<file path="config.mk">
export PLATFORM = sky130hd
export DESIGN_NAME = reg_file
export DESIGN_NICKNAME = d
export VERILOG_FILES = /design/src/cpu_pkg.sv /design/src/reg_file.sv
export SDC_FILE = /design/constraint.sdc
export NUM_CORES = 2
export LEC_CHECK = 0
export BUFFER_PORTS_ARGS = -buffer_cell sky130_fd_sc_hd__buf_4
export CORE_MARGIN = 4
export CORE_UTILIZATION = 25
export DETAILED_ROUTE_END_ITERATION = 8
export GPL_TIMING_DRIVEN = 0
export PLACE_DENSITY = 0.43
export SYNTH_ARGS = -nofsm -noshare
export SYNTH_HDL_FRONTEND = slang
export SYNTH_SLANG_ARGS = --single-unit
</file>
<file path="constraint.sdc">
create_clock -name clk -period 11.7 [get_ports clk]
set_clock_uncertainty 0.2 [all_clocks]
set_input_delay 1.17 -clock clk [delete_from_list [all_inputs] [get_ports clk]]
set_output_delay 1.17 -clock clk [all_outputs]
set_load 0.01 [all_outputs]
</file>
<file path="src/cpu_pkg.sv">
package cpu_pkg;

	// vector types
	typedef logic [31:0] word_t;
	typedef logic [4:0]  reg_addr_t;
	typedef logic [6:0]  opcode_t;
	typedef logic [2:0]  funct3_t;
	typedef logic [6:0]  funct7_t;
	typedef logic [3:0]  alu_op_t;
	typedef logic [7:0]  mem_addr_t; // word index, not a byte address

	// multicycle control states, numbered like the older decoder
	typedef enum logic [3:0] {
		S_IDLE       = 4'd0,
		S_FETCH      = 4'd1,
		S_DECODE     = 4'd2,
		S_MEM_ACCESS = 4'd3,
		S_EXEC_MEM   = 4'd5, // address calc and i-type alu
		S_EXEC_R     = 4'd7,
		S_WRITEBACK  = 4'd8,
		S_EXEC_BR    = 4'd9
	} cpu_state_t;

	// opcodes
	localparam opcode_t OP_LOAD   = 7'b0000011;
	localparam opcode_t OP_STORE  = 7'b0100011;
	localparam opcode_t OP_IMM    = 7'b0010011;
	localparam opcode_t OP_REG    = 7'b0110011;
	localparam opcode_t OP_BRANCH = 7'b1100011;
	localparam opcode_t OP_SYSTEM = 7'b1110011; // ebreak ends the run

	// alu operation codes
	localparam alu_op_t ALU_ADD  = 4'd0;
	localparam alu_op_t ALU_SUB  = 4'd1;
	localparam alu_op_t ALU_SLL  = 4'd2;
	localparam alu_op_t ALU_SLT  = 4'd3;
	localparam alu_op_t ALU_SLTU = 4'd4;
	localparam alu_op_t ALU_XOR  = 4'd5;
	localparam alu_op_t ALU_SRL  = 4'd6;
	localparam alu_op_t ALU_SRA  = 4'd7;
	localparam alu_op_t ALU_OR   = 4'd8;
	localparam alu_op_t ALU_AND  = 4'd9;
	localparam alu_op_t ALU_BEQ  = 4'd10;
	localparam alu_op_t ALU_BNE  = 4'd11;
	localparam alu_op_t ALU_BLT  = 4'd12;
	localparam alu_op_t ALU_BGE  = 4'd13;
	localparam alu_op_t ALU_BLTU = 4'd14;
	localparam alu_op_t ALU_BGEU = 4'd15;

	// sub and sra select
	localparam funct7_t FUNCT7_ALT = 7'b0100000;

	// memory size and io window
	localparam int MEM_WORDS   = 256;
	localparam int IO_ADDR_BIT = 10; // byte address bit that selects io

endpackage

</file>
<file path="src/reg_file.sv">
`timescale 1ns/1ps

module reg_file (
	input  logic               clk,
	input  logic               rst_n,
	input  cpu_pkg::reg_addr_t rs1_addr,
	input  cpu_pkg::reg_addr_t rs2_addr,
	input  logic               rd_we,
	input  cpu_pkg::reg_addr_t rd_addr,
	input  cpu_pkg::word_t     rd_wdata,
	output cpu_pkg::word_t     rs1_data,
	output cpu_pkg::word_t     rs2_data
);

	import cpu_pkg::*;

	word_t regs [32]; // entry 0 is never written

	always_ff @(posedge clk) begin
		if (!rst_n) begin
			for (int i = 0; i < 32; i++)
				regs[i] <= '0;
		end else if (rd_we && rd_addr != '0) begin
			regs[rd_addr] <= rd_wdata;
		end
	end

	assign rs1_data = regs[rs1_addr];
	assign rs2_data = regs[rs2_addr];

	// x0 stays zero through reset and the write guard
	a_x0_zero : assert property (@(posedge clk) disable iff (!rst_n) regs[0] == '0)
		else $error("reg_file: x0 read back nonzero");

endmodule

</file>
# Word-level counts from Yosys, hierarchy flattened
# Memories as Yosys holds them, arrays and structs flattened.
# Index checks and enable logic that the tools add are counted.
# op_classes
n_mux	7
reduce_logical	3
# op_table
cell	count
2-to-1 mux 32 bit	1
OR reduction 32 bit	1
2-to-1 mux 1 bit	5
2-to-1 mux 5 bit	1
nonzero test 5 bit	1
logical AND 1 bit	1
# totals
ff_bits	0
ram_bits	1024
in_bits	50
out_inout_bits	64
word_cells	11
n_memories	1
# mem_list
name	words	word_bits	rd	rd_clocked_by_memory_dff	wr	line	source
regs	32	32	2	0	32	reg_file.sv:17	word_t regs [32];

# Depth between registers and ports, before layout
# logic_depth
ltp_word	7
ltp_mapped	8
ltp_nobuf	5

# Worst setup path after synthesis
# No wires, ideal clock.
# synth_timing
path_type	input to register
from	input rst_n
to	memory regs[24][0] (netlist name), enable pin
setup_time_ns	0.466
t_arrival_ns	4.056
required_ns	11.034
slack_ns	6.979
stages	4
n_path_buf	1
path_cell_list	nand2_1 or3_4 buf_6 o21ai_0
# synth_rtl
item	line	source
start, declared	reg_file.sv:5	input logic rst_n,
end, declared	reg_file.sv:17	

# Final worst setup path
# layout_timing
from	input rs2_addr[0]
to	output rs2_data[11]
# layout_via
elab_chain_len	1
# layout_rtl
item	line	source
start, declared	reg_file.sv:7	input cpu_pkg::reg_addr_t rs2_addr,
memory (32 x 32 bit)	-	
end, declared	reg_file.sv:12	output cpu_pkg::word_t rs2_data
# Every way passes these cells.

==> summary.md <==
| Metric | Value |
|---|---|
| Worst hold stages | 2 |
| Routed Antenna Nets | 0 |
| Max_cap viols | 1 |
| FF+latch count, synth | 1024 |
| Register area share after synthesis | 0.552 |
| Initial Utilization | 0.251 |
| Detailed Place HPWL | 190000 microns |
| Finish-stage setup viols | 0 |
| Main combinational cell family by area after synthesis | multiplexers |
| Core area | 0.222 sq mm |
| Drt wl/cell | 32.6 microns |
| Worst-Margin Slew | 1.50 ns |
| TritonCTS buffer count | 121 |
| Slew headroom | -0.000929 |
| Post-CTS sizing | 0 |
| Synth top area cells | edfxtp_1 (55%), mux2i_1 (18%), and2_1 (11%) |
| Yosys top cell area share | 0.552 |
| GR Util All Layers | 0.219 |
| Failing checks | max-capacitance violations, max-slew violations |
| Synth Area in Adders | 0 |
| Setup tns final | 0 ns |
| PD cells | 141 mW/mm^2 |
| Cells along the critical path | buf_4, nor2_1, clkbuf_1, clkbuf_1, a22oi_1, nand3_1, nand3_1, buf_4 |
| TritonRoute pass-1 iters | 6 |
| Die width | 480 microns |
| Synth Area in Compound Gates | 0.0732 |
| Final hold violations | 0 |
| Maximum clock rate | 0.167 GHz |
| Final Wtd Congestion | 0.884 |
| Clk sink count | 1024 |
| Origin of the worst min-delay path | rd_wdata[9] |
| Register with the most flip-flops | regs |
| Util after Layout | 0.294 |
| Tcrit/Tclk final | 0.513 |
| Crit path capture type | output port |
| Simple-gate portion of the synthesized area | 0.154 |
| Hold_buf cts | 0 |
| Std-Cell Rows | 173 |
| 1st-iter DRT viols | 4764 |
| Layout overhead on the synthesized area | 17.2% |
| Post-Syn Area | 0.0557 sq mm |
| RSZ-0062 raised after global routing | no |
| Synthesis warning total | 0 |
| WP data arrival | 4.63 ns |
| Pin count of the biggest net entering global routing | 21 |
| Port Buffer Count | 111 |
| Grt total ovfl | 0 |
| Status | finished with violations |
| Max-slew violations | 10 |
| Post-synth top area cell | edfxtp_1 |
| CP Data Required Time | 10.33 ns |
| Crit path max fanout | 10 |
| P_leak | 24.8 nW |
| Die area | 0.230 sq mm |
| Hold Path Class | in2reg |
| CTS tree | built |
| Final wirelength | 261000 microns |
| Minimum clock period | 6.00 ns |
| Clock Tree Root | clkbuf_16 |
| Dpl cells | 7773 |
| Vias post-DR | 40900 |
| Worst IR drop on VDD | 0.134 mV |
| Fraction of layout cells with a size suffix above 1 | 0.103 |
| Top flop regs | regs: 1024 flops |
| Crit path kind | in2out |
| Post-synthesis mux area share | 0.184 |
| H-tree Lvls | 3 |
| Largest register FFs | 1024 |
| I/O Pins | 114 |
| Min-Delay Endpoint | regs[5][9] |
| Vias in the first global route | 40200 |
| Syn Area/Cell | 12.1 sq um |
| Largest stage delay, worst path | 1.03 ns |
| Synth Area in XOR/XNOR | 0 |
| Reg clk slew, reported paths | 0.06 ns |
| Die Y | 480 microns |
| Syn Inst Count | 4609 |
| Post-CTS setup buffer count | 0 |
| Clock tree buffer depth | 3 |
| Critical Path Source Type | primary input |
| Crit-path slowest cell | clkbuf_1 |
| Residual DRC count | 0 |
| Initial antenna violation count | 22 |
| Layout Nets | 4972 |
| Drt via density | 5.10 |
| Finished Layout Cells | 8003 |
| First-pass GRT wire length | 347000 microns |
| Netlist cell types | 32 |
worst max path at each step:
| stage | startpoint | endpoint | slack, ns | depth (start not counted) |
|---|---|---|---|---|
| after floorplan | rst_n | regs[24][0] | 6.98 | 4 |
| after global placement | rd_addr[0] | regs[30][16] | 1.40 | 4 |
| after detailed placement | rs2_addr[0] | rs2_data[11] | 5.73 | 8 |
| after CTS | rs2_addr[0] | rs2_data[11] | 5.73 | 8 |
| after global routing | rs2_addr[0] | rs2_data[12] | 5.74 | 8 |
| final | rs2_addr[0] | rs2_data[11] | 5.70 | 8 |
stage by stage:
step                cell area (sq um)  hold slack, ns  power, mW  worst slack (ns)
floorplan                       55800            1.17       5.04              6.98
global placement                60400            1.28       5.66              1.40
detailed placement              61700            1.29       5.69              5.73
CTS                             65300           0.442       9.22              5.73
global route                    65300           0.480       9.44              5.74
finish                          65300           0.483       9.20              5.70
power breakdown:
group / switching (mW) / internal, mW
Sequential: 0.103 / 4.24
Clock: 1.66 / 1.92
Combinational: 0.873 / 0.407
cell usage in the layout, fill, tap and decap left out, drive strengths merged:
master  Yosys  routed
a22o      128     128
o21ai      31      31
edfxtp   1024    1024
a22oi     192     192
nor3       64      64
nand4b      1       1
inv         1       6
nand3     193     193
or2         2       2
nand2     197     197
nand2b      4       4
clkinv      0      48
conb        1      32
nor2b       4       4
nor2       35      35
mux2i    1024    1024
a31oi      64      64
nand3b      3       3
or3         2       2
nand4       1       1
bufinv      0       1
buf       178     336
diode       0      13
a21oi     192     192
or3b        2       2
and2      994     994
clkbuf    272     435
routing by layer:
metal,GRT usage,up-vias,routed length [microns]
met5,0,-,42
met4,0.0924,6,12000
met3,0.0313,387,17200
met2,0.345,1716,117000
met1,0.301,21200,115000
li1,-,17600,-
final cells by class:
class / instances / area, sq um
clock buffer: 162 / 3180
timing repair buffer: 159 / 1840
clock inverter: 54 / 342
buffer: 450 / 2060
inverter: 1 / 3.75
multi-input combinational: 3165 / 23400
sequential: 1024 / 30700
antenna: 13 / 32.5
tap: 2975 / 3720
fill: 22600 / 157000
critical path: cells and delay by family:
family                 cells  cell delay (ns)
and+or+nand+nor            3             0.77
AOI/OAI and AO/OA          1             0.37
buffers and inverters      4             2.28
cells by family (layout without fill, tap and decap cells):
kind of cell    Yosys count  count (layout)
simple gates           1502            1502
flops                  1024            1024
buf+inv                 451             826
mux                    1024            1024
compound gates          607             607
other cells               1              45
synthesized netlist by cell type:
| library cell | n |
|---|---|
| buf_4 | 60 |
| buf_1 | 33 |
| nor2_1 | 23 |
| mux2i_1 | 1024 |
| buf_6 | 3 |
| nand3_1 | 193 |
| a22oi_1 | 192 |
| or3_1 | 1 |
| a21oi_1 | 192 |
| or2_2 | 2 |
| nand4_1 | 1 |
| edfxtp_1 | 1024 |
| o21ai_0 | 31 |
| nand2_1 | 196 |
| nand2b_1 | 4 |
| a22o_1 | 128 |
| nor2b_1 | 4 |
| or3b_1 | 2 |
| nand3b_1 | 3 |
| nor2_4 | 5 |
| clkbuf_2 | 18 |
| nor2_2 | 7 |
| or3_4 | 1 |
| nand2_2 | 1 |
| inv_1 | 1 |
| nand4b_1 | 1 |
| nor3_1 | 64 |
| and2_1 | 994 |
| a31oi_1 | 64 |
| buf_2 | 82 |
| clkbuf_1 | 254 |
| conb_1 | 1 |
(Power assumes the default switching activity.)
