File: config.mk
export PLATFORM = sky130hd
export DESIGN_NAME = alu
export DESIGN_NICKNAME = d
export VERILOG_FILES = /design/src/cpu_pkg.sv /design/src/alu.sv
export SDC_FILE = /design/constraint.sdc
export NUM_CORES = 1
export LEC_CHECK = 0
export BUFFER_PORTS_ARGS = -buffer_cell sky130_fd_sc_hd__buf_4
export CAP_MARGIN = 15
export CELL_PAD_IN_SITES_DETAIL_PLACEMENT = 0
export CELL_PAD_IN_SITES_GLOBAL_PLACEMENT = 1
export CORE_UTILIZATION = 45
export DETAILED_ROUTE_END_ITERATION = 8
export PLACE_DENSITY_LB_ADDON = 0.25
export SLEW_MARGIN = 5
export SYNTH_ARGS = -nofsm -noshare
export SYNTH_HDL_FRONTEND = slang
export SYNTH_SLANG_ARGS = --single-unit
File: constraint.sdc
create_clock -name vclk -period 4.09
set_clock_uncertainty 0.2 [all_clocks]
set_input_delay 0.2045 -clock vclk [all_inputs]
set_output_delay 0.2045 -clock vclk [all_outputs]
set_load 0.1 [all_outputs]
File: src/cpu_pkg.sv
package cpu_pkg;

	// vector types
	typedef logic [31:0] word_t;
	typedef logic [4:0]  reg_addr_t;
	typedef logic [6:0]  opcode_t;
	typedef logic [2:0]  funct3_t;
	typedef logic [6:0]  funct7_t;
	typedef logic [3:0]  alu_op_t;
	typedef logic [7:0]  mem_addr_t; // word index, not a byte address

	// multicycle control states, numbered like the older decoder
	typedef enum logic [3:0] {
		S_IDLE       = 4'd0,
		S_FETCH      = 4'd1,
		S_DECODE     = 4'd2,
		S_MEM_ACCESS = 4'd3,
		S_EXEC_MEM   = 4'd5, // address calc and i-type alu
		S_EXEC_R     = 4'd7,
		S_WRITEBACK  = 4'd8,
		S_EXEC_BR    = 4'd9
	} cpu_state_t;

	// opcodes
	localparam opcode_t OP_LOAD   = 7'b0000011;
	localparam opcode_t OP_STORE  = 7'b0100011;
	localparam opcode_t OP_IMM    = 7'b0010011;
	localparam opcode_t OP_REG    = 7'b0110011;
	localparam opcode_t OP_BRANCH = 7'b1100011;
	localparam opcode_t OP_SYSTEM = 7'b1110011; // ebreak ends the run

	// alu operation codes
	localparam alu_op_t ALU_ADD  = 4'd0;
	localparam alu_op_t ALU_SUB  = 4'd1;
	localparam alu_op_t ALU_SLL  = 4'd2;
	localparam alu_op_t ALU_SLT  = 4'd3;
	localparam alu_op_t ALU_SLTU = 4'd4;
	localparam alu_op_t ALU_XOR  = 4'd5;
	localparam alu_op_t ALU_SRL  = 4'd6;
	localparam alu_op_t ALU_SRA  = 4'd7;
	localparam alu_op_t ALU_OR   = 4'd8;
	localparam alu_op_t ALU_AND  = 4'd9;
	localparam alu_op_t ALU_BEQ  = 4'd10;
	localparam alu_op_t ALU_BNE  = 4'd11;
	localparam alu_op_t ALU_BLT  = 4'd12;
	localparam alu_op_t ALU_BGE  = 4'd13;
	localparam alu_op_t ALU_BLTU = 4'd14;
	localparam alu_op_t ALU_BGEU = 4'd15;

	// sub and sra select
	localparam funct7_t FUNCT7_ALT = 7'b0100000;

	// memory size and io window
	localparam int MEM_WORDS   = 256;
	localparam int IO_ADDR_BIT = 10; // byte address bit that selects io

endpackage

File: src/alu.sv
`timescale 1ns/1ps

module alu (
	input  cpu_pkg::alu_op_t alu_op,
	input  cpu_pkg::word_t   operand_a,
	input  cpu_pkg::word_t   operand_b,
	output cpu_pkg::word_t   alu_result,
	output logic             branch_taken
);

	import cpu_pkg::*;

	logic [4:0] shamt;
	logic       lt_s;
	logic       lt_u;
	logic       eq;

	assign shamt = operand_b[4:0]; // rv32 shifts use 5 bits
	assign lt_s  = $signed(operand_a) < $signed(operand_b);
	assign lt_u  = operand_a < operand_b;
	assign eq    = operand_a == operand_b;

	always_comb begin
		case (alu_op)
			ALU_ADD:  alu_result = operand_a + operand_b;
			ALU_SUB:  alu_result = operand_a - operand_b;
			ALU_SLL:  alu_result = operand_a << shamt;
			ALU_SLT:  alu_result = {31'd0, lt_s};
			ALU_SLTU: alu_result = {31'd0, lt_u};
			ALU_XOR:  alu_result = operand_a ^ operand_b;
			ALU_SRL:  alu_result = operand_a >> shamt;
			ALU_SRA:  alu_result = $signed(operand_a) >>> shamt;
			ALU_OR:   alu_result = operand_a | operand_b;
			ALU_AND:  alu_result = operand_a & operand_b;
			default:  alu_result = operand_a - operand_b; // branch compare
		endcase
	end

	always_comb begin
		case (alu_op)
			ALU_BEQ:  branch_taken = eq;
			ALU_BNE:  branch_taken = !eq;
			ALU_BLT:  branch_taken = lt_s;
			ALU_BGE:  branch_taken = !lt_s;
			ALU_BLTU: branch_taken = lt_u;
			ALU_BGEU: branch_taken = !lt_u;
			default:  branch_taken = 1'b0;
		endcase
	end

endmodule

Yosys cells after proc, flatten, opt, wreduce, memory -nomap -nowiden
Index checks and enable logic that the tools add are counted.

Register bits: 0. Bits of input ports: 68. Output and inout port bits: 33. Word-level logic and storage cells: 31.

Add/sub/neg operators: 2. Magnitude comparators: 2. Equality and inequality tests: 15. Shift-type cells: 3. Mux-type cells: 2. Bitwise operators: 3. Reduce and logical (&&, ||, !) cells: 4.

Operators with widths (number): one-hot mux 32 bit (9 select lines) (1); < comparator 32 bit (2); adder 32 bit (1); AND 32 bit (1); == test 32 bit (1); == test 4 bit, second input constant (8); bitwise OR 32 bit (1); << shifter 32 x 5 -> 32 bit (1); right shift 32 x 5 -> 32 bit (1); >>> shifter 32 x 5 -> 32 bit (1); subtractor 32 bit (1); bitwise XOR 32 bit (1); == test 4 x 3 -> 1 bit, second input constant (4); == test 4 x 2 -> 1 bit, second input constant (2); one-hot mux 1 bit (6 select lines) (1); zero test 4 bit (1); zero test 1 bit (3).

Logic depth before layout (Yosys ltp)
Depth in word-level cells: 3. Mapped depth: 15. Mapped depth without buffers: 13.

Worst setup path before layout
No wires, ideal clock.

Kind: input to output. Start point: input port operand_b[2]. End point: output port alu_result[17]. Arrival: 5.175 ns. Data required time: 3.685 ns. Slack: -1.489 ns. Stages: 14. Path through: inv_1 clkbuf_1 buf_2 buf_1 ha_1 buf_2 nor2_1 a2111oi_2 nor3_1 or3_4 a211o_1 a22oi_1 nor2_1 a221oi_1.

Word-level cells in the longest chain between the ends: 2.

RTL lines: from (decl) (line alu.sv:6) `input cpu_pkg::word_t operand_b,`; subtractor 32 bit (tied with other cells) (line alu.sv:26, alu.sv:35); one-hot mux 32 bit (9 select lines) (*) (line alu.sv:24) `case (alu_op)`; to (decl) (line alu.sv:7) `output cpu_pkg::word_t alu_result,`.

Every way passes the cells marked *; elsewhere a longest branch is shown, timed or not.

Final worst setup path
Start point: input port operand_a[14]. End point: output port alu_result[23].

Word-level cells in the longest chain between the ends: 2.

RTL lines: from (decl) (line alu.sv:5) `input cpu_pkg::word_t operand_a,`; subtractor 32 bit (tied with other cells) (line alu.sv:26, alu.sv:35); one-hot mux 32 bit (9 select lines) (*) (line alu.sv:24).

Marks and branches as above.

==> results.md <==
- Full die area: 20,300 um^2
- Starting DRC count in detailed routing: 1,751
- Site Rows: 50
- First-pass GRT wire length: about 61,000 um
- Chip Height: around 140 um
- Post-synth top cells: 157 x nor2_1, 135 x a21oi_1, 114 x nand2_1
- Slew Viols, Final: 0
- Internal power: roughly 610 uW
- Register area: 0 um^2
- Sw Ratio: 0.689
- Congestion Overflow GR: 0
- Via total after detailed routing: 11,400
- Wirelength per Cell: between 20 and 25 um
- Leakage: between 4 and 5 nW
- Die width: 142 um
- Tmin final: roughly 4 ns
- Max-cap violations: 0
- Final TNS setup: 0 ns
- DRT antenna net count: 0
- Pwr/cell area: around 200 nW/um^2
- Mapped Nets: 1,502
- Fmax: around 0.26 GHz
- Status: complete, no violations
- CP Class: input port to primary output
- Number of sequential cells: 0
- WP data required: ~3.7 ns
- Clock Power Share: 0
- Pre-CTS worst setup slack: between 0.15 and 0.2 ns
- Hold slack: around 0.80 ns
- Mapped cell area: ~8900 um^2
- VDD IR-drop max: around 190 uV
- Post-synthesis sequential area ratio: 0
- Worst-Margin Slew: roughly 1.1 ns
- Share of layout cells above drive strength 1: 0.189
- Worst Hold Class: input port to primary output
- Final Net Count: between 1,500 and 2,000
- DRC errors left: 0
- Final WL: about 40,000 um
- Starting Density: 0.467
- Slew headroom: 0.259
- Syn Inst Count: 1,335
- Largest net degree at the start of global routing: just over 80
- Routability cong.: around 1.1
- Final worst-path setup slack: around 0.19 ns
- IO Pins: a little over 100
- Number of inserted diodes: 0
- Crit share post-route: 0.953
- Placeable core area: roughly 19,000 um^2
- Crit path DAT: between 3 and 4 ns
- Initial antenna violation count: 0
- Hold Buf Count CTS: 0
- Post-DP HPWL: roughly 31,000 um
- Worst Path Max Fanout: 7
- Area leader, netlist: ha_1
- Hold Path Stages: 4
- # setup viols final: 0
- Final Hold Viols: 0
- Netlist cell types: 80
- Mean Syn Cell Area: 6.65 um^2
- Share of the synthesized area in the top cell type: 0.137
- Yosys warns: 0
- Setup crit end kind: primary output
- Vias/cell: between 6 and 7
- P&R area growth vs syn: 13.7%
- Clock buffer cells: 0
- Synth area leaders: ha_1 14%, a21oi_1 7.6%, nor2_1 6.6%
- Total GRT Usage: 0.388
- CP Launch Type: input port
- Sw Pwr: about 1.4 mW
- Combinational fraction of design power: 1.000
- Unrepaired setup endpoints after global routing: false
- Buffers on Ports: 101
- Vias in the first global route: around 10,000
- Top-count cell post-synth: nor2_1
- Drt first pass iters: 6
- Flop pwr share: 0
==> per-layer routing <==
metal,wire [um],GRT usage,share of wire,vias to the layer above
li1,-,-,-,5102
met1,16200,0.548,0.40,5317
met2,16600,0.577,0.41,826
met3,5370,0.0720,0.13,142
met4,1900,0.151,0.047,0
met5,0,0,0,-
==> power by group through the flow <==
| stage | Combinational (mW) | Sequential, mW | Clock [mW] |
|---|---|---|---|
| final | 1.97 | 0 | 0 |
| after global routing | 2.07 | 0 | 0 |
| after CTS | 1.92 | 0 | 0 |
| after detailed placement | 1.91 | 0 | 0 |
| after global placement | 1.90 | 0 | 0 |
| after floorplan | 1.38 | 0 | 0 |
==> cell families (layout without fill, tap and decap cells) <==
family                     after synthesis  count (layout)  synth area share
AOI/OAI and AO/OA                      500             500             0.386
and+or+nand+nor                        427             427             0.222
buffers and inverters                  209             269             0.102
muxes                                   99              99             0.148
adders and majority gates               99              99             0.141
xor gates and xnor gates                 1               1          0.000987
==> metrics by stage <==
stage | instances | power, mW | util | instance area, um^2
after CTS | 1655 | 1.92 | 0.530 | 10100
after detailed placement | 1655 | 1.91 | 0.530 | 10100
after global placement | 1655 | 1.90 | 0.530 | 10100
after floorplan | 1335 | 1.38 | - | 9040
after global routing | 1655 | 2.07 | 0.531 | 10100
final | 1655 | 1.97 | 0.531 | 10100
==> repair_timing <==
action / 4_1_cts / 5_1_grt
resized for setup: 0 / 2
setup endpoints to repair: 0 / 2
setup buffers: 0 / 0
==> layout make-up <==
type | instances | area (um^2)
multi-input cells | 1126 | 8120
well taps | 260 | 325
inverters | 102 | 385
fillers | 2002 | 8930
repair buffers | 167 | 1270
==> layout by cell type (no fill, tap or decap), types with 10 or more instances in the layout <==
master,synthesis,final
mux2_2,31,31
o31ai_1,12,11
a211oi_1,30,29
o211ai_1,39,39
nand3_1,29,28
a221oi_1,22,21
mux4_2,19,19
buf_4,5,166
o22ai_1,14,14
a21oi_1,135,133
a21o_1,15,15
nand4_1,20,20
inv_1,101,101
nand2b_1,18,18
a22oi_1,17,15
nor2_1,157,156
nand2_1,114,114
o2111ai_1,10,10
mux2i_1,46,46
a211o_1,14,14
a221o_1,11,11
nor3_1,28,27
o21bai_1,17,17
o21ai_0,80,79
ha_1,97,94
o21a_1,10,10
==> path summary, 6_finish.rpt <==
check	start	to
setup / recovery	operand_a[14]	alu_result[23]
hold / removal	alu_op[3]	branch_taken
==> worst max-delay path: stages <==
cell	delay, ns
buf_4	0.14
inv_1	0.07
ha_1	0.40
nand2b_1	0.18
a221oi_1	0.46
nand2b_1	0.28
nor4_2	0.10
o31ai_1	0.50
a21oi_1	0.19
o311ai_0	0.36
a21oi_1	0.09
o221ai_2	0.20
buf_4	0.32
Power figures use the tool's default switching activity.
