===== src/cpu_pkg.sv =====
package cpu_pkg;

	// vector types
	typedef logic [31:0] word_t;
	typedef logic [4:0]  reg_addr_t;
	typedef logic [6:0]  opcode_t;
	typedef logic [2:0]  funct3_t;
	typedef logic [6:0]  funct7_t;
	typedef logic [3:0]  alu_op_t;
	typedef logic [7:0]  mem_addr_t; // word index, not a byte address

	// multicycle control states, numbered like the older decoder
	typedef enum logic [3:0] {
		S_IDLE       = 4'd0,
		S_FETCH      = 4'd1,
		S_DECODE     = 4'd2,
		S_MEM_ACCESS = 4'd3,
		S_EXEC_MEM   = 4'd5, // address calc and i-type alu
		S_EXEC_R     = 4'd7,
		S_WRITEBACK  = 4'd8,
		S_EXEC_BR    = 4'd9
	} cpu_state_t;

	// opcodes
	localparam opcode_t OP_LOAD   = 7'b0000011;
	localparam opcode_t OP_STORE  = 7'b0100011;
	localparam opcode_t OP_IMM    = 7'b0010011;
	localparam opcode_t OP_REG    = 7'b0110011;
	localparam opcode_t OP_BRANCH = 7'b1100011;
	localparam opcode_t OP_SYSTEM = 7'b1110011; // ebreak ends the run

	// alu operation codes
	localparam alu_op_t ALU_ADD  = 4'd0;
	localparam alu_op_t ALU_SUB  = 4'd1;
	localparam alu_op_t ALU_SLL  = 4'd2;
	localparam alu_op_t ALU_SLT  = 4'd3;
	localparam alu_op_t ALU_SLTU = 4'd4;
	localparam alu_op_t ALU_XOR  = 4'd5;
	localparam alu_op_t ALU_SRL  = 4'd6;
	localparam alu_op_t ALU_SRA  = 4'd7;
	localparam alu_op_t ALU_OR   = 4'd8;
	localparam alu_op_t ALU_AND  = 4'd9;
	localparam alu_op_t ALU_BEQ  = 4'd10;
	localparam alu_op_t ALU_BNE  = 4'd11;
	localparam alu_op_t ALU_BLT  = 4'd12;
	localparam alu_op_t ALU_BGE  = 4'd13;
	localparam alu_op_t ALU_BLTU = 4'd14;
	localparam alu_op_t ALU_BGEU = 4'd15;

	// sub and sra select
	localparam funct7_t FUNCT7_ALT = 7'b0100000;

	// memory size and io window
	localparam int MEM_WORDS   = 256;
	localparam int IO_ADDR_BIT = 10; // byte address bit that selects io

endpackage


===== src/alu_control.sv =====
`timescale 1ns/1ps

module alu_control (
	input  cpu_pkg::cpu_state_t cur_state,
	input  cpu_pkg::opcode_t    opcode,
	input  cpu_pkg::funct3_t    funct3,
	input  cpu_pkg::funct7_t    funct7,
	output cpu_pkg::alu_op_t    alu_op
);

	import cpu_pkg::*;

	always_comb begin
		alu_op = ALU_ADD; // fetch, decode, mem access, writeback
		case (cur_state)
			S_EXEC_MEM: begin
				// loads and stores keep the add for the address
				if (opcode == OP_IMM) begin
					case (funct3)
						3'b000: alu_op = ALU_ADD;  // addi
						3'b001: alu_op = ALU_SLL;  // slli
						3'b010: alu_op = ALU_SLT;  // slti
						3'b011: alu_op = ALU_SLTU; // sltiu
						3'b100: alu_op = ALU_XOR;  // xori
						3'b101: begin
							if (funct7 == FUNCT7_ALT)
								alu_op = ALU_SRA; // srai
							else
								alu_op = ALU_SRL; // srli
						end
						3'b110: alu_op = ALU_OR;   // ori
						3'b111: alu_op = ALU_AND;  // andi
						default: alu_op = ALU_ADD;
					endcase
				end
			end
			S_EXEC_R: begin
				if (opcode == OP_REG) begin
					case (funct3)
						3'b000: begin
							if (funct7 == FUNCT7_ALT)
								alu_op = ALU_SUB;
							else
								alu_op = ALU_ADD;
						end
						3'b001: alu_op = ALU_SLL;
						3'b010: alu_op = ALU_SLT;
						3'b011: alu_op = ALU_SLTU;
						3'b100: alu_op = ALU_XOR;
						3'b101: begin
							if (funct7 == FUNCT7_ALT)
								alu_op = ALU_SRA;
							else
								alu_op = ALU_SRL;
						end
						3'b110: alu_op = ALU_OR;
						3'b111: alu_op = ALU_AND;
						default: alu_op = ALU_ADD;
					endcase
				end
			end
			S_EXEC_BR: begin
				if (opcode == OP_BRANCH) begin
					case (funct3)
						3'b000: alu_op = ALU_BEQ;
						3'b001: alu_op = ALU_BNE;
						3'b100: alu_op = ALU_BLT;
						3'b101: alu_op = ALU_BGE;
						3'b110: alu_op = ALU_BLTU;
						3'b111: alu_op = ALU_BGEU;
						default: alu_op = ALU_ADD; // reserved funct3
					endcase
				end
			end
			default: alu_op = ALU_ADD;
		endcase
	end

	// Fires when the sequencer leaves EXEC_BR, so the sampled values are the
	// ones held through the branch cycle. A reserved funct3 lands here too.
	a_branch_op : assert property (@(cur_state)
		(cur_state == S_EXEC_BR) |-> (alu_op inside {[ALU_BEQ:ALU_BGEU]}))
		else $error("alu_control: non-branch op in exec_br");

endmodule


===== config.mk =====
export PLATFORM = sky130hd
export DESIGN_NAME = alu_control
export DESIGN_NICKNAME = d
export VERILOG_FILES = /design/src/cpu_pkg.sv /design/src/alu_control.sv
export SDC_FILE = /design/constraint.sdc
export NUM_CORES = 1
export LEC_CHECK = 0
export BUFFER_PORTS_ARGS = -buffer_cell sky130_fd_sc_hd__buf_2
export CAP_MARGIN = 20
export CORE_AREA = 4 4 41 43
export DETAILED_ROUTE_END_ITERATION = 10
export DIE_AREA = 0 0 45 47
export PLACE_DENSITY_LB_ADDON = 0.1
export SYNTH_ARGS = -nofsm -noshare
export SYNTH_HDL_FRONTEND = slang
export SYNTH_SLANG_ARGS = --single-unit
export TNS_END_PERCENT = 20

===== constraint.sdc =====
create_clock -name vclk -period 0.8
set_input_delay 0.04 -clock vclk [all_inputs]
set_output_delay 0.04 -clock vclk [all_outputs]
set_load 0.01 [all_outputs]

After elaboration in Yosys (flattened, before gate mapping)
Index checks and enable logic that the tools add are counted.
W data, S select, Z words.
Storage, ports and cells
  input port bits: 21
  output and inout port bits: 4
  register bits: 0
  logic and storage cells: 24
Cells by class
  muxes and demuxes: 9
  equality and inequality tests: 14
  reductions and logical operators: 1
Operator list (count)
  $pmux W4 S8: 2
  $pmux W4 S6: 1
  $eq A7 B6 Y1 const B: 2
  $eq A3 B3 Y1 const B: 4
  $mux W4: 3
  $pmux W4 S3: 1
  $eq A4 B3 Y1 const B: 2
  $eq A7 B5 Y1 const B: 1
  $eq A7 B7 Y1 const B: 1
  $eq A3 B2 Y1 const B: 2
  $eq A4 B4 Y1 const B: 1
  $eq A3 B1 Y1 const B: 1
  $logic_not A3 Y1: 1
  $mux W1: 2

Depth between registers and ports, before layout
  word-level depth: 5
  mapped depth: 5

Least setup slack after synthesis
No wires, ideal clock.
  path kind: input-to-output
  start point: in opcode[2]
  end point: out alu_op[1]
  stages on the path: 4
  setup slack: -0.160 ns
  data required time: 0.760 ns
  buffers on the path: 0
  arrival: 0.920 ns
  path through: and4bb_2 -> nand4_2 -> a2bb2oi_1 -> o221ai_1
Between the ends
  longest elaborated chain between the ends: 3
Ends and longest elaborated chain
  start, declared: RTL line alu_control.sv:5  | input cpu_pkg::opcode_t opcode,
  $eq A7 B7 Y1 (tied with other cells): RTL line alu_control.sv:63  | if (opcode == OP_BRANCH) begin
  $mux W4 (on tied branches): RTL line alu_control.sv:63, alu_control.sv:18, alu_control.sv:38
  $pmux W4 S3 (*): RTL line alu_control.sv:15  | case (cur_state)
  end, declared: RTL line alu_control.sv:8  | output cpu_pkg::alu_op_t alu_op
Mark *: on every way between the ends. The rest lies on a longest branch, timed or not.

Worst setup path in the final report
  start point: in opcode[3]
  end point: out alu_op[1]
Same word-level chain as after synthesis.

==> results.json <==
{
  "min_path_cells": 4,
  "slew_viol_final": 0,
  "gr-usage-all-layers_pct": 8.42,
  "fin_area_sq_um": 539,
  "postCtsSetupRepairBufs": 0,
  "ios": 25,
  "cp-start-kind": "input port",
  "drtIter0Drc": 11,
  "maxSlewHeadroom_pct": 83.9,
  "finalWirelength_um": 954,
  "syn-num-nets": 57,
  "violations": "setup timing",
  "yosysTopAreaCell": "and4bb_2",
  "dp_hpwl_um": 805,
  "setup_viol": 4,
  "netlist-cell-type-count": 26,
  "fin_crit_sh_pct": 138,
  "post-place-ws_ps": -328,
  "drc": 0,
  "initial_core_util_pct": 19.8,
  "crit_chain": "buf_6 > and4bb_4 > and4_4 > a2bb2oi_2 > o221ai_2 > buf_2",
  "gp_congestion": 0.702,
  "crit_fanout": 5,
  "fillers": 157,
  "slowest_stage": "and4bb_4",
  "finalHoldViolations": 0,
  "swShare_pct": 40.9,
  "top_layer": "met3",
  "design.seq.count": 0,
  "hold_path_class": "in -> out",
  "m1WireLength_um": 427,
  "ys_top_cells_by_area": "and4bb_2 (9.7%), nand2_1 (7.3%), o2bb2ai_1 (6.8%)",
  "setup.worst_path.class": "in -> out",
  "drt-pass1-iter-count": 4,
  "synth.avg_cell_area_sq_um": 7.16,
  "wl_met3_um": 104,
  "wl_per_cell_um": 11.2,
  "peakVddDrop_v": 0.000116,
  "power_frac_clock_pct": 0,
  "p_seq_share_pct": 0,
  "yosysWarnings": 0,
  "nClkBuffers": 0,
  "grt_setup_unrepaired": "true",
  "syn-cell-area_sq_um": 258,
  "hold_path.startpoint": "funct3[2]",
  "area_growth_pct": 109,
  "p_per_area_nw_per_um2": 349,
  "coreArea_sq_um": 1300,
  "seqCellArea_sq_um": 0,
  "cp.arrival_ps": 1060,
  "worstMarginPinSlew_ps": 242,
  "p_leak_nw": 0.244,
  "grt_pass1_wl_mm": 1.43,
  "worst_slack_ps": -305,
  "rows": 13,
  "max_stage_delay_ps": 360,
  "die-area_sq_um": 2120,
  "p_int_mw": 0.111,
  "antenna_found_initial": 0,
  "vias": 414,
  "power_mw": 0.188,
  "worstPathRequired_ps": 760,
  "die_h_um": 47,
  "synth_top_area_share_pct": 9.71,
  "cp_top_family": "simple AND/OR/NAND/NOR gates",
  "drive_gt1_share_pct": 67.1,
  "die_w_um": 45,
  "whs_endpoint": "alu_op[2]",
  "max_freq_mhz": 905,
  "status": "complete, but fails checks",
  "grt_max_degree": 6,
  "pwr-share-comb_pct": 100.0,
  "numPortBuffers": 25,
  "wl_met2_um": 422,
  "detail-route-antenna-nets": 0,
  "dpl_cell_area_sq_um": 497,
  "diodes": 0,
  "crit_buf_inv": 2,
  "via_per_inst": 4.87,
  "grt.overflow.total": 0,
  "seq_area_frac_synth_pct": 0,
  "synthCells": 36,
  "maxCapViolCount": 0,
  "p_switching_mw": 0.0770,
  "first_global_vias": 354,
  "end_kind": "output port",
  "ctsHoldBuffers": 0,
  "period_minus_slack_ps": 1100,
  "final_nets": 93
}
-- worst max-delay path by stage --
stage / startpoint / to / slack, ps / cells after the start
floorplan: opcode[3] / alu_op[3] / -90 / 4
global placement: funct7[2] / alu_op[0] / -320 / 6
finish: opcode[3] / alu_op[1] / -300 / 6
detailed placement: opcode[3] / alu_op[1] / -330 / 6
global route: cur_state[1] / alu_op[1] / -340 / 6
CTS: opcode[3] / alu_op[1] / -320 / 6
-- power by group through the flow --
stage                     logic [mW]  clock network, mW  registers [mW]
after floorplan               0.0591                  0               0
after global placement         0.168                  0               0
after detailed placement       0.167                  0               0
after CTS                      0.180                  0               0
after global routing           0.206                  0               0
final                          0.188                  0               0
-- cells by family (layout without fill, tap and decap cells) --
kind of cell / count (synthesis) / count (layout) / share of synthesized area, %
xor gates and xnor gates: 1 / 1 / 3.40
and+or+nand+nor: 21 / 21 / 60.7
AOI/OAI and AO/OA: 12 / 12 / 32.5
buffers and inverters: 2 / 36 / 3.39
-- cell usage in the layout, fill, tap and decap left out, types with 2 or more instances in the layout --
cell type	netlist	routed
a21oi_1	3	2
buf_2	1	23
buf_4	0	10
buf_6	0	2
nand2_1	5	5
nor2b_1	2	2
o211ai_1	2	2
o2bb2ai_1	2	2
-- per-layer routing --
layer | vias to the layer above | GRT usage [%]
met1 | 183 | 12.4
met5 | - | 0
met3 | 0 | 0.766
met4 | 0 | 0
met2 | 17 | 14.1
li1 | 214 | -
-- cell type report --
class	instances	area [sq um]	area share (%)
Inverter	1	3.75	0.696
Tap cell	15	18.8	3.48
Timing Repair Buffer	35	213	39.4
Multi-Input combinational cell	34	304	56.4
-- synth_stat cells --
cell,n
xnor2_1,1
o21ai_1,1
nand4_2,1
nand2b_1,1
inv_1,1
o2bb2ai_1,2
nor2_1,1
a22oi_1,1
and2b_2,1
buf_2,1
a21oi_1,3
nand4b_1,1
nor3_1,1
o211ai_1,2
and3b_1,1
nand3b_1,1
nand4_1,1
nor3b_2,1
and4_4,1
and4bb_2,2
nor4b_1,1
nand2_1,5
o221ai_1,1
a2bb2oi_1,1
nor2b_1,2
o22ai_1,1
-- metrics by stage --
stage	instances	setup TNS (ps)	hold slack, ps	util (%)
floorplan	36	-228	181	-
global placement	85	-1230	510	38.2
detailed placement	85	-1220	504	38.2
CTS	85	-1160	508	40.1
global route	85	-1310	542	41.4
finish	85	-1080	510	41.4
-- timing repair --
item,4_1_cts,5_1_grt
pin swaps,1,0
setup endpoints to repair,4,4
resized for setup,4,3
Power figures use the tool's default switching activity.
