### config.mk
export PLATFORM = sky130hd
export DESIGN_NAME = control_fsm
export DESIGN_NICKNAME = d
export VERILOG_FILES = /design/src/cpu_pkg.sv /design/src/control_fsm.sv
export SDC_FILE = /design/constraint.sdc
export NUM_CORES = 1
export LEC_CHECK = 0
export ABC_AREA = 1
export BUFFER_PORTS_ARGS = -buffer_cell sky130_fd_sc_hd__buf_2
export CAP_MARGIN = 20
export CORE_UTILIZATION = 46
export DETAILED_ROUTE_END_ITERATION = 8
export GPL_ROUTABILITY_DRIVEN = 0
export PLACE_DENSITY = 0.77
export SLEW_MARGIN = 30
export SYNTH_ARGS = -nofsm -noshare
export SYNTH_HDL_FRONTEND = slang
export SYNTH_SLANG_ARGS = --single-unit
### constraint.sdc
create_clock -name clk -period 4.3 [get_ports clk]
set_clock_uncertainty 0.15 [all_clocks]
set_input_delay 0.645 -clock clk [delete_from_list [all_inputs] [get_ports clk]]
set_output_delay 0.645 -clock clk [all_outputs]
set_load 0.05 [all_outputs]
### src/cpu_pkg.sv
package cpu_pkg;

	// vector types
	typedef logic [31:0] word_t;
	typedef logic [4:0]  reg_addr_t;
	typedef logic [6:0]  opcode_t;
	typedef logic [2:0]  funct3_t;
	typedef logic [6:0]  funct7_t;
	typedef logic [3:0]  alu_op_t;
	typedef logic [7:0]  mem_addr_t; // word index, not a byte address

	// multicycle control states, numbered like the older decoder
	typedef enum logic [3:0] {
		S_IDLE       = 4'd0,
		S_FETCH      = 4'd1,
		S_DECODE     = 4'd2,
		S_MEM_ACCESS = 4'd3,
		S_EXEC_MEM   = 4'd5, // address calc and i-type alu
		S_EXEC_R     = 4'd7,
		S_WRITEBACK  = 4'd8,
		S_EXEC_BR    = 4'd9
	} cpu_state_t;

	// opcodes
	localparam opcode_t OP_LOAD   = 7'b0000011;
	localparam opcode_t OP_STORE  = 7'b0100011;
	localparam opcode_t OP_IMM    = 7'b0010011;
	localparam opcode_t OP_REG    = 7'b0110011;
	localparam opcode_t OP_BRANCH = 7'b1100011;
	localparam opcode_t OP_SYSTEM = 7'b1110011; // ebreak ends the run

	// alu operation codes
	localparam alu_op_t ALU_ADD  = 4'd0;
	localparam alu_op_t ALU_SUB  = 4'd1;
	localparam alu_op_t ALU_SLL  = 4'd2;
	localparam alu_op_t ALU_SLT  = 4'd3;
	localparam alu_op_t ALU_SLTU = 4'd4;
	localparam alu_op_t ALU_XOR  = 4'd5;
	localparam alu_op_t ALU_SRL  = 4'd6;
	localparam alu_op_t ALU_SRA  = 4'd7;
	localparam alu_op_t ALU_OR   = 4'd8;
	localparam alu_op_t ALU_AND  = 4'd9;
	localparam alu_op_t ALU_BEQ  = 4'd10;
	localparam alu_op_t ALU_BNE  = 4'd11;
	localparam alu_op_t ALU_BLT  = 4'd12;
	localparam alu_op_t ALU_BGE  = 4'd13;
	localparam alu_op_t ALU_BLTU = 4'd14;
	localparam alu_op_t ALU_BGEU = 4'd15;

	// sub and sra select
	localparam funct7_t FUNCT7_ALT = 7'b0100000;

	// memory size and io window
	localparam int MEM_WORDS   = 256;
	localparam int IO_ADDR_BIT = 10; // byte address bit that selects io

endpackage

### src/control_fsm.sv
`timescale 1ns/1ps

module control_fsm (
	input  logic                clk,
	input  logic                rst_n,
	input  logic                start,
	input  cpu_pkg::word_t      mem_rdata,
	input  cpu_pkg::word_t      alu_result,
	input  logic                branch_taken,
	input  cpu_pkg::word_t      rs1_data,
	input  cpu_pkg::word_t      rs2_data,
	output logic                done,
	output cpu_pkg::cpu_state_t cur_state,
	output cpu_pkg::opcode_t    opcode,
	output cpu_pkg::funct3_t    funct3,
	output cpu_pkg::funct7_t    funct7,
	output cpu_pkg::reg_addr_t  rs1_addr,
	output cpu_pkg::reg_addr_t  rs2_addr,
	output logic                rd_we,
	output cpu_pkg::reg_addr_t  rd_addr,
	output cpu_pkg::word_t      rd_wdata,
	output cpu_pkg::word_t      operand_a,
	output cpu_pkg::word_t      operand_b,
	output cpu_pkg::word_t      mem_addr,
	output logic                mem_we,
	output cpu_pkg::word_t      mem_wdata
);

	import cpu_pkg::*;

	cpu_state_t state, next_state;
	word_t      pc;
	word_t      inst_pc;  // address of the instruction in ir
	word_t      ir;
	word_t      mdr;
	word_t      alu_out;
	word_t      imm_i, imm_s, imm_b;
	logic       halt;

	// instruction fields
	assign opcode   = ir[6:0];
	assign rd_addr  = ir[11:7];
	assign funct3   = ir[14:12];
	assign rs1_addr = ir[19:15];
	assign rs2_addr = ir[24:20];
	assign funct7   = ir[31:25];

	assign imm_i = {{20{ir[31]}}, ir[31:20]};
	assign imm_s = {{20{ir[31]}}, ir[31:25], ir[11:7]};
	assign imm_b = {{19{ir[31]}}, ir[31], ir[7], ir[30:25], ir[11:8], 1'b0};

	always_comb begin
		next_state = state;
		case (state)
			S_IDLE:       if (start) next_state = S_FETCH;
			S_FETCH:      next_state = S_DECODE;
			S_DECODE: begin
				case (opcode)
					OP_LOAD, OP_STORE, OP_IMM: next_state = S_EXEC_MEM;
					OP_REG:    next_state = S_EXEC_R;
					OP_BRANCH: next_state = S_EXEC_BR;
					OP_SYSTEM: next_state = S_IDLE; // ebreak
					default:   next_state = S_IDLE; // unknown opcode halts too
				endcase
			end
			S_EXEC_MEM:   next_state = (opcode == OP_IMM) ? S_WRITEBACK : S_MEM_ACCESS;
			S_EXEC_R:     next_state = S_WRITEBACK;
			S_MEM_ACCESS: next_state = (opcode == OP_LOAD) ? S_WRITEBACK : S_FETCH;
			S_WRITEBACK:  next_state = S_FETCH;
			S_EXEC_BR:    next_state = S_FETCH;
			default:      next_state = S_IDLE;
		endcase
	end

	assign halt = (state == S_DECODE) && (next_state == S_IDLE);

	always_ff @(posedge clk) begin
		if (!rst_n) begin
			state <= S_IDLE;
			pc    <= '0;
			done  <= 1'b0;
		end else begin
			state <= next_state;
			done  <= halt; // high in the first idle cycle
			case (state)
				S_IDLE:    if (start) pc <= '0;
				S_FETCH:   pc <= alu_result; // pc + 4
				S_EXEC_BR: if (branch_taken) pc <= alu_out;
				default:   pc <= pc;
			endcase
		end
	end

	always_ff @(posedge clk) begin
		if (state == S_FETCH) begin
			ir      <= mem_rdata;
			inst_pc <= pc;
		end
		if (state == S_MEM_ACCESS)
			mdr <= mem_rdata;
		if (state == S_DECODE || state == S_EXEC_MEM || state == S_EXEC_R)
			alu_out <= alu_result; // branch target, address or result
	end

	// operand steering
	always_comb begin
		operand_a = pc;
		operand_b = 32'd4;
		case (state)
			S_DECODE: begin
				operand_a = inst_pc;
				operand_b = imm_b;
			end
			S_EXEC_MEM: begin
				operand_a = rs1_data;
				operand_b = (opcode == OP_STORE) ? imm_s : imm_i;
			end
			S_EXEC_R, S_EXEC_BR: begin
				operand_a = rs1_data;
				operand_b = rs2_data;
			end
			default: ;
		endcase
	end

	assign cur_state = state;
	assign mem_addr  = (state == S_MEM_ACCESS) ? alu_out : pc;
	assign mem_we    = (state == S_MEM_ACCESS) && (opcode == OP_STORE);
	assign mem_wdata = rs2_data;
	assign rd_we     = (state == S_WRITEBACK);
	assign rd_wdata  = (opcode == OP_LOAD) ? mdr : alu_out;

	// a store uses the address summed in the cycle before
	a_we_store : assert property (@(posedge clk) disable iff (!rst_n)
		mem_we |-> ($past(state) == S_EXEC_MEM && mem_addr == $past(alu_result)))
		else $error("control_fsm: store not addressed from exec_mem");

	a_state_legal : assert property (@(posedge clk) disable iff (!rst_n)
		state inside {S_IDLE, S_FETCH, S_DECODE, S_MEM_ACCESS,
			S_EXEC_MEM, S_EXEC_R, S_WRITEBACK, S_EXEC_BR})
		else $error("control_fsm: illegal state %0d", state);

endmodule

**Word level (Yosys, flattened, before mapping)**

Cells that the tools add are included.

- Flip-flop bits (word level): 165
- Output and inout port bits: 199
- Input bits: 132
- Logic and storage cells: 46

- Reductions and logical operators: 12
- Eq/ne operators: 14
- Muxes and demuxes: 13

Operator list:

| cell | count |
|---|---|
| 32-bit case mux with 3 select lines | 2 |
| 32-bit 2-to-1 mux | 4 |
| 32-bit case mux with 2 select lines | 1 |
| 4-bit case mux with 7 select lines | 1 |
| 7-bit by 6-bit equality test with 1-bit output, second input constant | 2 |
| 4-bit 2-to-1 mux | 3 |
| 4-bit case mux with 3 select lines | 1 |
| 4-bit by 2-bit equality test with 1-bit output, second input constant | 2 |
| 4-bit by 3-bit equality test with 1-bit output, second input constant | 2 |
| 4-bit equality test, second input constant | 2 |
| 4-bit logical NOT | 2 |
| 7-bit by 2-bit equality test with 1-bit output, second input constant | 1 |
| 7-bit by 5-bit equality test with 1-bit output, second input constant | 1 |
| 7-bit equality test, second input constant | 1 |
| 3-bit OR reduction | 2 |
| 5-bit 2-to-1 mux | 1 |
| 4-bit by 1-bit equality test with 1-bit output, second input constant | 1 |
| 2-bit != test, second input constant | 2 |
| 2-bit OR reduction | 2 |
| 3-bit AND reduction | 1 |
| 3-bit nonzero test | 1 |
| 1-bit logical AND | 2 |
| 1-bit logical OR | 2 |

**Logic depth before layout (Yosys ltp)**

- Word-level depth: 6
- Depth in mapped cells: 10
- Gate-level depth less buffers: 8

**Least setup slack after synthesis**

Ideal clock, no wire load.

- Path type: register to output
- Start point: register state[3], in the netlist cur_state[3]
- End point: output port mem_addr[22]
- Buffers on the path: 2
- Arrival time: 2.710 ns
- Stages on the path, launching flop included: 7
- Slack: 0.795 ns
- Cells stage by stage: dfxtp_1 -> inv_2 -> nand2_4 -> nor2_2 -> buf_2 -> buf_2 -> o21ai_0

- Longest elaborated chain between the ends: 2

RTL lines:

| what | RTL line | text |
|---|---|---|
| start: declaration | control_fsm.sv:31 | `cpu_state_t state, next_state;` |
| start signal: assignment | control_fsm.sv:83 | `state <= next_state;` |
| 4-bit by 2-bit equality test with 1-bit output | control_fsm.sv:127 | `assign mem_addr = (state == S_MEM_ACCESS) ? alu_out : pc;` |
| 32-bit 2-to-1 mux | control_fsm.sv:127 |  |
| end: declaration | control_fsm.sv:24 | `output cpu_pkg::word_t mem_addr,` |

No other way between the ends.

**Worst setup path after layout**

- Start point: register state[2], in the netlist cur_state[2]
- End point: output port operand_a[31]

- Longest elaborated chain between the ends: 3

RTL lines:

| what | RTL line | text |
|---|---|---|
| 4-bit by 3-bit equality test with 1-bit output or 4-bit equality test (tied branches) | control_fsm.sv:109 | `case (state)` |
| 3-bit OR reduction (no source line) | -- |  |
| 32-bit case mux with 2 select lines * | control_fsm.sv:109 |  |
| end: declaration | control_fsm.sv:22 | `output cpu_pkg::word_t operand_a,` |

Mark *: on every way between the ends. The rest lies on a longest branch, timed or not.

==> flow_summary.toml <==
[route]
routed_wl_mm = 24.2
ant_nets = 0
vias_per_cell = 5.05
firstDrtPassIters = 5
drt-initial-drc-count = 492
dr_total_vias = 6877
drc = 0
post_drt_wl_per_cell_um = 17.7

[finish]
seq_area_sq_um = 4580
area_growth_syn_to_layout_pct = 26.6
multi_input_area_sq_um = 2710
drive_above_1_share = 0.398
layout_common_cells = "330 x buf_2, 195 x nand2_1, 128 x edfxtp_1"
fin_nets = 1254
layout_commonest_cell = "buf_2"
fillCellCount = 1489

[critical_path]
path_delay_family = "simple AND/OR/NAND/NOR gates"
cp.buffers_inverters = 1
cp.required_ps = 3500
start_kind = "flip-flop"
path_cells = "nor2_4 > nand3_4 > nand2_4 > nor2_8 > nand2_1 > nand3_1 > buf_2"
r2r_slack_ps = 1930
crit_path_top_delay_cell = "nor2_8"
worstSetupEndpointType = "output port"
crit_type = "reg2out"
slowest_delay_ps = 660
critPathMaxFanout = 34
arrival_ps = 2790

[timing]
setup_ws_ps = 712
worst_pin_slew_ps = 834
maxSlewViolCount = 0
hold_viol_final = 0
fin_tns_setup_ps = 0
rsz0062_at_grt = "no"
relSlewSlack = 0.441
fin_crit_sh = 0.834
setup_violations = 0
min_period_ps = 3590
clock.fmax_mhz = 279

[global_routing]
grt_overflow_total = 0
grt_max_degree = 55
grt_pass1_wl_mm = 35.3
grt_pass1_vias = 6288
antenna_found_initial = 3
track_usage = 0.263

[place]
numPortBuffers = 330
dp_slack_ps = 1090
hpwl_mm = 17.9

[clock_tree]
cts_tree = "built"
h-tree-depth = 4
cts_buffer_depth = 2
postCtsHoldBufs = 0
cts_buffers = 17
clk_pin_slew_worst_paths_ps = 60
ctsResizeCount = 0
post-cts-setup-buffers = 0
clock_latency_ps = 430
clock_sinks = 165
cts_root_buf = "clkbuf_16"

[flow_run]
max_cap_violations = 0

[synthesis]
netlist_area_sq_um = 8120
syn-num-nets = 974
synthAdderAreaFrac = 0
synth-compound-area-share = 0.127
yosys_register_bits = 165
muxShareOfSynthArea = 0
syn_avg_cell_area_sq_um = 9.64
yosysWarnings = 0
synth_cells = 842
ys_types = 32
synth_xor_area_frac = 0
synth_top_family_by_area = "simple AND/OR/NAND/NOR gates"
ys_seq_area_frac = 0.565
synthSimpleGateAreaFrac = 0.204

[floorplan]
die_y_um = 135
core_sq_um = 17200
rows = 48
die_x_um = 135
start_util = 0.471
dieArea_sq_um = 18200
ios = 331

[min_path]
hold_class = "in2reg"

[status]
outcome = "complete, no violations"

[power]
vdd_drop_max_v = 0.000250
p_per_area_nw_per_um2 = 417
p_leak_uw = 0.00483
==> area by class of cell <==
type                       instances  share of cell area
sequential                       165               0.446
multi-input combinational        516               0.264
timing repair buffer             339               0.168
clock buffer                      20              0.0425
inverter                          83              0.0314
tap                              225              0.0274
clock inverter                    12              0.0197
antenna                            3            0.000730
==> Yosys cell counts (all sizes together) <==
| cell type | count | area (sq um) |
|---|---|---|
| a21oi | 68 | 340 |
| o21ai | 72 | 360 |
| clkinv | 1 | 3.75 |
| dfxtp | 37 | 741 |
| nor3 | 3 | 15.0 |
| edfxtp | 128 | 3840 |
| a22o | 6 | 52.6 |
| buf | 66 | 489 |
| nand3 | 48 | 420 |
| clkbuf | 12 | 45.0 |
| a22oi | 3 | 22.5 |
| o21a | 32 | 240 |
| nor2 | 51 | 233 |
| o211ai | 1 | 12.5 |
| nand2 | 232 | 985 |
| inv | 82 | 315 |
==> metal layers <==
| layer | track usage | part of all wire | vias to the layer above |
|---|---|---|---|
| met5 | 0 | 0 | - |
| met4 | 0.109 | 0.029 | 0 |
| met3 | 0.0559 | 0.064 | 39 |
| met2 | 0.439 | 0.50 | 296 |
| met1 | 0.332 | 0.41 | 3204 |
| li1 | - | - | 3338 |
==> where the power goes <==
part	leakage, uW	switching (uW)	internal (uW)	total, uW
sequential	0.00148	48.9	1800	1850
combinational	0.00304	593	189	782
clock	0.000309	619	1030	1650
==> sequential cells by signal, summed over array words and instances, names as in the netlist <==
signal / flops
cur_state: 4
ir: 32
mdr: 32
inst_pc: 32
pc: 32
done: 1
alu_out: 32
==> worst paths after layout <==
check / cells after the start / endpoint / start
hold reg to reg: 0 / inst_pc[6] / pc[6]
setup / recovery: 7 / operand_a[31] / cur_state[2]
hold / removal: 1 / ir[11] / mem_rdata[11]
setup reg to reg: 8 / pc[25] / cur_state[0]
==> per-stage QoR <==
stage | util | hold slack (ps) | area, sq um | std cells | total power, uW
finish | 0.596 | 257 | 10300 | 1363 | 4280
detailed placement | 0.558 | 314 | 9620 | 1328 | 2670
CTS | 0.595 | 238 | 10300 | 1360 | 4310
floorplan | - | 280 | 8120 | 842 | 2460
global placement | 0.558 | 317 | 9620 | 1328 | 2650
global route | 0.596 | 238 | 10300 | 1363 | 4410
==> kinds of logic after synthesis <==
family / Yosys count
and+or+nand+nor: 334
AOI/OAI and AO/OA: 182
DFF: 165
buffers and inverters: 161
(Power assumes the default switching activity.)
